--- config.mk ---
export PLATFORM = sky130hd
export DESIGN_NAME = concat_tracker
export DESIGN_NICKNAME = d
export VERILOG_FILES = /design/src/verilog/concat_pkg.sv /design/src/verilog/concat_tracker.sv
export SDC_FILE = /design/constraint.sdc
export NUM_CORES = 1
export LEC_CHECK = 0
export BUFFER_PORTS_ARGS = -buffer_cell sky130_fd_sc_hd__buf_2
export CORE_UTILIZATION = 60
export CTS_CLUSTER_DIAMETER = 100
export DETAILED_ROUTE_END_ITERATION = 12
export MAX_ROUTING_LAYER = met4
export PLACE_DENSITY = 0.83
export SLEW_MARGIN = 10
export SYNTH_ARGS = -nofsm -noshare
export SYNTH_HDL_FRONTEND = slang
export SYNTH_SLANG_ARGS = --single-unit
--- constraint.sdc ---
create_clock -name clk -period 8.12 [get_ports clk]
set_input_delay 0.406 -clock clk [delete_from_list [all_inputs] [get_ports clk]]
set_output_delay 0.406 -clock clk [all_outputs]
set_load 0.05 [all_outputs]
--- src/verilog/concat_pkg.sv ---
package concat_pkg;

    //////////////////////////////////////////////////////////////////////
    // stream shape

    localparam int LANES = 16;       // bytes per beat

    typedef logic [7:0]         byte_t;
    typedef logic [LANES*8-1:0] beat_t;

    typedef logic [10:0] dim_t;      // rows or cols
    typedef logic [9:0]  chan_t;     // channels of one source

    //////////////////////////////////////////////////////////////////////
    // pixel sequencer

    typedef enum logic [2:0] {
        idle,
        wait_data,
        read_first,
        read_second,
        next_pixel
    } seq_state_t;

endpackage

--- src/verilog/concat_tracker.sv ---
`timescale 1ns/1ps

module concat_tracker (
    input  logic                clk,
    input  logic                rst,
    input  concat_pkg::dim_t    rows,
    input  concat_pkg::dim_t    cols,
    input  concat_pkg::chan_t   first_channels,
    input  concat_pkg::chan_t   second_channels,
    input  logic                m_valid,
    input  logic                m_ready,
    output logic                m_last,
    output logic                done
);

    concat_pkg::chan_t  pix_beats;
    concat_pkg::chan_t  beat_cnt;
    concat_pkg::dim_t   col_cnt;
    concat_pkg::dim_t   row_cnt;
    logic               accept;
    logic               last_beat;
    logic               last_col;
    logic               last_row;

    assign pix_beats = (first_channels >> $clog2(concat_pkg::LANES)) +
                       (second_channels >> $clog2(concat_pkg::LANES));

    assign accept    = m_valid & m_ready;
    assign last_beat = (beat_cnt == pix_beats - 1'b1);
    assign last_col  = (col_cnt == cols - 1'b1);
    assign last_row  = (row_cnt == rows - 1'b1);

    assign m_last = m_valid && last_beat && last_col && last_row;

    // counters wrap to zero after the final beat
    always_ff @(posedge clk) begin
        if (rst) begin
            beat_cnt <= '0;
            col_cnt  <= '0;
            row_cnt  <= '0;
        end else if (accept) begin
            beat_cnt <= last_beat ? '0 : beat_cnt + 1'b1;
            if (last_beat) begin
                col_cnt <= last_col ? '0 : col_cnt + 1'b1;
                if (last_col)
                    row_cnt <= last_row ? '0 : row_cnt + 1'b1;
            end
        end
    end

    always_ff @(posedge clk) begin
        if (rst)
            done <= 1'b0;
        else
            done <= m_last & m_ready;   // one cycle after the final accept
    end

endmodule

==> metrics, run 1 <==
worst setup margin 4.401 ns; largest net degree at the start of global routing 28; #FFs+latches synth 33; synthesized area 2909 sq um; VDD IR max 0.09397 mV; HP Class primary input to register; maxcap violations 0; row count 24; CTS tree built; Req. time, crit path 7.71 ns; commonest non-fill, non-tap cell in the layout inv_1; Final min period 3.719 ns; Non-Filler Instances 473; clk root buf clkbuf_8; n_diodes 0; CP Class primary input to primary output; clk_skew 0.004615 ns; Hold Violations, Final 0; Final Slew Violations 0; R2R Setup Slk 5.28 ns; leakage 1.263 nW; Power Total 0.0003821 W; Post-CTS Setup Inserts 0; fin crit share 0.4580; post-layout util 0.7150; Setup crit end kind primary output; I/O Pins 48; max_slew headroom 0.4397; # clock sinks 33; post-synth top area cell dfxtp_1; CTS Buffer Depth 2; worst setup path end m_last; drt pass-1 iters 6; worst setup path start first_channels[5]; RSZ-0062 raised after global routing false; initial core utilization 0.6458; Fin Setup TNS 0 ns; register area share after synthesis 0.2271; core area 4504 sq um; syn avg cell area 7.556 sq um; routed len/inst 14.15 um; Reg power frac 0.427; die area 5131 sq um; Skew-Pair Late Insertion Delay 0.28 ns; layout cells sized above 1 0.1425; initial antenna violation count 0; Layout area overhead 10.71%; Async SR Flop Fraction 0; H-tree levels 2; DR vias 2884; CTS Hold Buffers Added 0; remaining antenna violation count 0; Ys Warns 0; Post-synth EDFFs 0; crit-path max FO 3; global-route usage over all layers 0.2885; Final nets 483; CTS Buf Count 5; Internal 0.0002749 W; slew at the pin closest to its max-slew limit 0.8405 ns; post_cts resized 0; hpwl dp 5117 um; routability cong. 0.8385; PD cells 118.6 nW/um^2; Die Span X 71.63 um; Reg clk slew, reported paths 0.07 ns; first-pass GRT wire length 11560 um; Final Setup Violations 0; placed insts 465; worst r2r dst row_cnt[2]; sw frac 0.2805; total grt overflow 0; Reg2Reg Depth 7; NetSw 0.0001072 W; Synth Flop Type dfxtp_1; Mapped Cells 385; vias in the first global route 2734; input/output buffers 39; Area contributors post-synth dfxtp_1 23%, xor2_1 7.2%, ha_1 6.9%; wirelength, routed 6692 um; critical path arrival 3.31 ns; DR vias/cell 6.097; Initial DRC Count 206; # fillers 382; worst reg2reg path startpoint col_cnt[6]; Die Y 71.63 um; Yosys top cell area share 0.2271; Post-Syn Nets 448; most frequent cells in the layout 44 x inv_1, 39 x buf_2, 33 x dfxtp_1; dpl ws 4.228 ns; Clk pwr share 0.358; Comb power frac 0.215; achievable frequency 0.2689 GHz; startpoint types primary input; Synth cell types 55; status finished clean; DRC 0
==> cell type report <==
cell class	instances	area, sq um	area share
multi-input combinational	297	2033	0.6313
clock inverter	1	5.005	0.001554
timing repair buffer	39	195.2	0.06061
clock buffer	7	96.34	0.02991
sequential	33	660.6	0.2051
tap	52	65.06	0.02020
inverter	44	165.2	0.05128
==> Yosys cell counts (2+ instances only) <==
| master | count |
|---|---|
| and3_1 | 8 |
| a21oi_1 | 15 |
| or3_1 | 13 |
| xor2_1 | 24 |
| nor4b_1 | 2 |
| nand3_1 | 29 |
| o31ai_1 | 3 |
| or4_1 | 3 |
| and2_1 | 4 |
| o21ai_0 | 13 |
| ha_1 | 16 |
| nor2_1 | 24 |
| o211ai_1 | 3 |
| nor3b_1 | 2 |
| a31oi_1 | 3 |
| xnor2_1 | 21 |
| nor2b_1 | 3 |
| nor4_1 | 12 |
| inv_1 | 44 |
| nor3_1 | 9 |
| a211oi_1 | 9 |
| nand4_1 | 5 |
| nand2_1 | 23 |
| dfxtp_1 | 33 |
| or2_2 | 5 |
| nand2b_1 | 5 |
| or4b_2 | 2 |
| o32ai_1 | 8 |
| nand4b_1 | 2 |
| o21a_1 | 3 |
| clkbuf_1 | 9 |
| nand3b_1 | 6 |
| o2111ai_1 | 2 |
==> power groups by stage <==
stage	combinational (W)	sequential [W]	clock, W
after CTS	0.0000819	0.000163	0.000138
after detailed placement	0.0000815	0.000167	0
final	0.0000820	0.000163	0.000137
after floorplan	0.0000581	0.000167	0
after global routing	0.0000919	0.000163	0.000145
after global placement	0.0000786	0.000167	0
==> per-stage QoR <==
step	hold WS [ns]	instance area, sq um
3_3_place_gp	0.4918	3119
6_report	0.5184	3221
3_5_place_dp	0.5088	3119
4_1_cts	0.5068	3221
5_1_grt	0.5228	3221
2_1_floorplan	0.4705	2909
==> how the worst min path moves through the flow <==
stage	startpoint	end	slack, ns	cells after the start
after floorplan	col_cnt[10]	col_cnt[10]	0.47	2
after global placement	col_cnt[10]	col_cnt[10]	0.49	2
after detailed placement	row_cnt[10]	row_cnt[10]	0.51	2
after CTS	rst	row_cnt[0]	0.51	2
after global routing	rst	beat_cnt[0]	0.52	2
final	rst	beat_cnt[0]	0.52	2
==> worst max-delay path: stages <==
cell	delay (ns)
buf_2	0.08
inv_1	0.03
ha_1	0.28
inv_1	0.06
ha_1	0.16
inv_1	0.05
fa_1	0.39
xor2_1	0.18
xnor2_1	0.13
nor4_1	0.31
nand4_1	0.20
or3_1	0.40
nor4_1	0.31
buf_2	0.33
==> sequential cells by signal, summed over array words and instances (netlist names) <==
register  cells
col_cnt      11
beat_cnt     10
row_cnt      11
done          1
==> layer usage <==
metal  up-vias  global-route usage  routed length (um)
li1       1456                   -                   -
met1      1311              0.3427                3011
met5         -                   -                   0
met4         0              0.1329                 140
met3        17             0.04782                 346
met2       100              0.4780                3194
==> logic make-up (layout without fill, tap and decap cells) <==
family / after synthesis / in the layout / share of synthesized area
flops: 33 / 33 / 0.2271
compound gates: 70 / 70 / 0.1639
buf+inv: 55 / 91 / 0.07398
xor+xnor: 45 / 45 / 0.1355
mux: 1 / 1 / 0.003441
fa+ha+maj: 17 / 17 / 0.07570
simple gates: 164 / 164 / 0.3204
No activity file was read; power rests on OpenSTA's default activity.
==> inputs of run 2 (changes only) <==
CORE_UTILIZATION = 52   (was 60)
PLACE_DENSITY = 0.76   (was 0.83)
clock period = 3.04 ns   (was 8.12 ns; I/O delays follow)
==> metrics, run 2 (synthesis results as in run 1) <==
Initial DRC Count 136 (-34%); Non-Filler Instances 513 (+8.5%); slowest stage cell, crit path fa_1; Final Setup Violations 0 (unchanged); critical path, cell by cell buf_2 -> inv_1 -> ha_1 -> inv_1 -> ha_1 -> inv_1 -> fa_1 -> xnor2_1 -> nor4_2 -> nand4_1 -> or3_1 -> nor4_4 -> buf_6; achievable frequency 0.3446 GHz; PD cells 294.8 nW/um^2 (+150%); met2 wire length 3350 um (+4.9%); largest net degree at the start of global routing 20 (-29%); fin crit share 0.9547; remaining antenna violation count 0 (unchanged); global-route usage over all layers 0.2441 (-0.04436); Skew-Pair Late Insertion Delay 0.28 ns (about the same); drt pass-1 iters 4 (-2); initial core utilization 0.5554 (-0.09041); core area 5238 sq um (+16%); crit-path max FO 2 (-1); startpoint types primary input; Reg clk slew, reported paths 0.07 ns (about the same); DR vias 2904 (+0.69%); CTS Hold Buffers Added 0 (unchanged); Crit path buffers/inverters 5 (unchanged); routability cong. 0.7977 (-4.9%); critical path's largest stage delay 0.47 ns (+0.07 ns); CTS tree built; Final min period 2.902 ns; Req. time, crit path 2.89 ns (-4.82 ns); Die Y 76.80 um (+7.2%); VDD IR max 0.3067 mV (+230%); Setup crit end kind primary output; wirelength, routed 6607 um (-1.3%); max_slew headroom 0.5582 (+0.1185); hold wc startpoint rst; routed len/inst 12.88 um (-9.0%); Hold Violations, Final 0 (unchanged); worst setup path start first_channels[5]; clk root buf clkbuf_8; clk_skew 0.005038 ns (+0.0004232 ns); RSZ-0062 raised after global routing false; Layout area overhead 17.85%; register area 660.6 sq um (unchanged); Final nets 506 (+4.8%); initial antenna violation count 0 (unchanged); total grt overflow 0 (unchanged); biggest regs col_cnt x11, row_cnt x11, beat_cnt x10; CTS Buf Count 5 (unchanged); CP Class primary input to primary output; status finished clean; post-route met1 wirelength 2993 um (-0.60%); worst reg2reg path startpoint col_cnt[6]; # fillers 492 (+29%); multi-input combinational cell area 2054 sq um (+1.0%); cell area after placement 3329 sq um (+6.7%); # clock sinks 33 (unchanged); Top Layer Used met4; metal3 WL 191 um (-45%); first-pass GRT wire length 11780 um (+1.9%); die area 5897 sq um (+15%); layout cells sized above 1 0.1874 (+0.04484); cell family with most CP delay simple AND/OR/NAND/NOR gates; hpwl dp 5218 um (+2.0%); vias in the first global route 2822 (+3.2%); n_diodes 0 (unchanged); input/output buffers 39 (unchanged); slew at the pin closest to its max-slew limit 0.6582 ns (-0.1823 ns); commonest non-fill, non-tap cell in the layout inv_1; maxcap violations 0 (unchanged); placed insts 506 (+8.8%); HP Class primary input to register; DRC 0 (unchanged); most frequent cells in the layout 44 x inv_1, 38 x buf_2, 33 x dfxtp_1; row count 26 (+8.3%); H-tree levels 2 (unchanged); Die Span X 76.80 um (+7.2%); critical path arrival 2.75 ns (-0.56 ns); I/O Pins 48 (unchanged); design area 3428 sq um (+6.4%); Final Slew Violations 0 (unchanged); leakage 1.370 nW (+8.4%); CTS Buffer Depth 2 (unchanged); DR vias/cell 5.661 (-7.2%); CP most frequent cell inv_1
run 2: metrics by stage:
stage / hold slack, ns / TNS [ns] / power [W] / worst slack, ns / utilization
2_1_floorplan: 0.4513 / 0 / 0.0006011 / 0.05113 / -
3_3_place_gp: 0.4874 / -1.094 / 0.0006805 / -0.1011 / 0.6357
3_5_place_dp: 0.4960 / -2.277 / 0.0006873 / -0.1708 / 0.6357
4_1_cts: 0.2625 / 0 / 0.001017 / 0.02887 / 0.6527
5_1_grt: 0.2838 / 0 / 0.001071 / 0.02029 / 0.6546
6_report: 0.2709 / 0 / 0.001011 / 0.1377 / 0.6546
run 2: final timing paths:
path         depth (start not counted)  slack [ns]           to
max reg2reg                          7        0.25   row_cnt[2]
max                                 13        0.14       m_last
min reg2reg                          2        0.50  col_cnt[10]
min                                  2        0.27   row_cnt[1]
run 2: final cells by class:
cell class | count | share of cell area
multi-input combinational | 297 | 0.5993
sequential | 33 | 0.1927
timing repair buffer | 62 | 0.1091
inverter | 44 | 0.04818
tap | 70 | 0.02555
clock buffer | 7 | 0.02518
run 2: per-layer routing:
metal | vias up | track usage
met2 | 57 | 0.4429
met3 | 8 | 0.03452
met1 | 1337 | 0.2798
li1 | 1502 | -
met5 | - | -
met4 | 0 | 0.05962
run 2: where the power goes:
group	internal, W	switching [W]
clock	0.000180	0.000148
combinational	0.000116	0.000131
sequential	0.000434	0.00000195
total	0.000730	0.000281
run 2: repair_timing:
action | in CTS | in global routing
pin swaps | 0 | 1
endpoints found under the setup margin | 1 | 12
setup buffers | 0 | 0
hold endpoints to repair | 0 | 0
resized for setup | 1 | 2
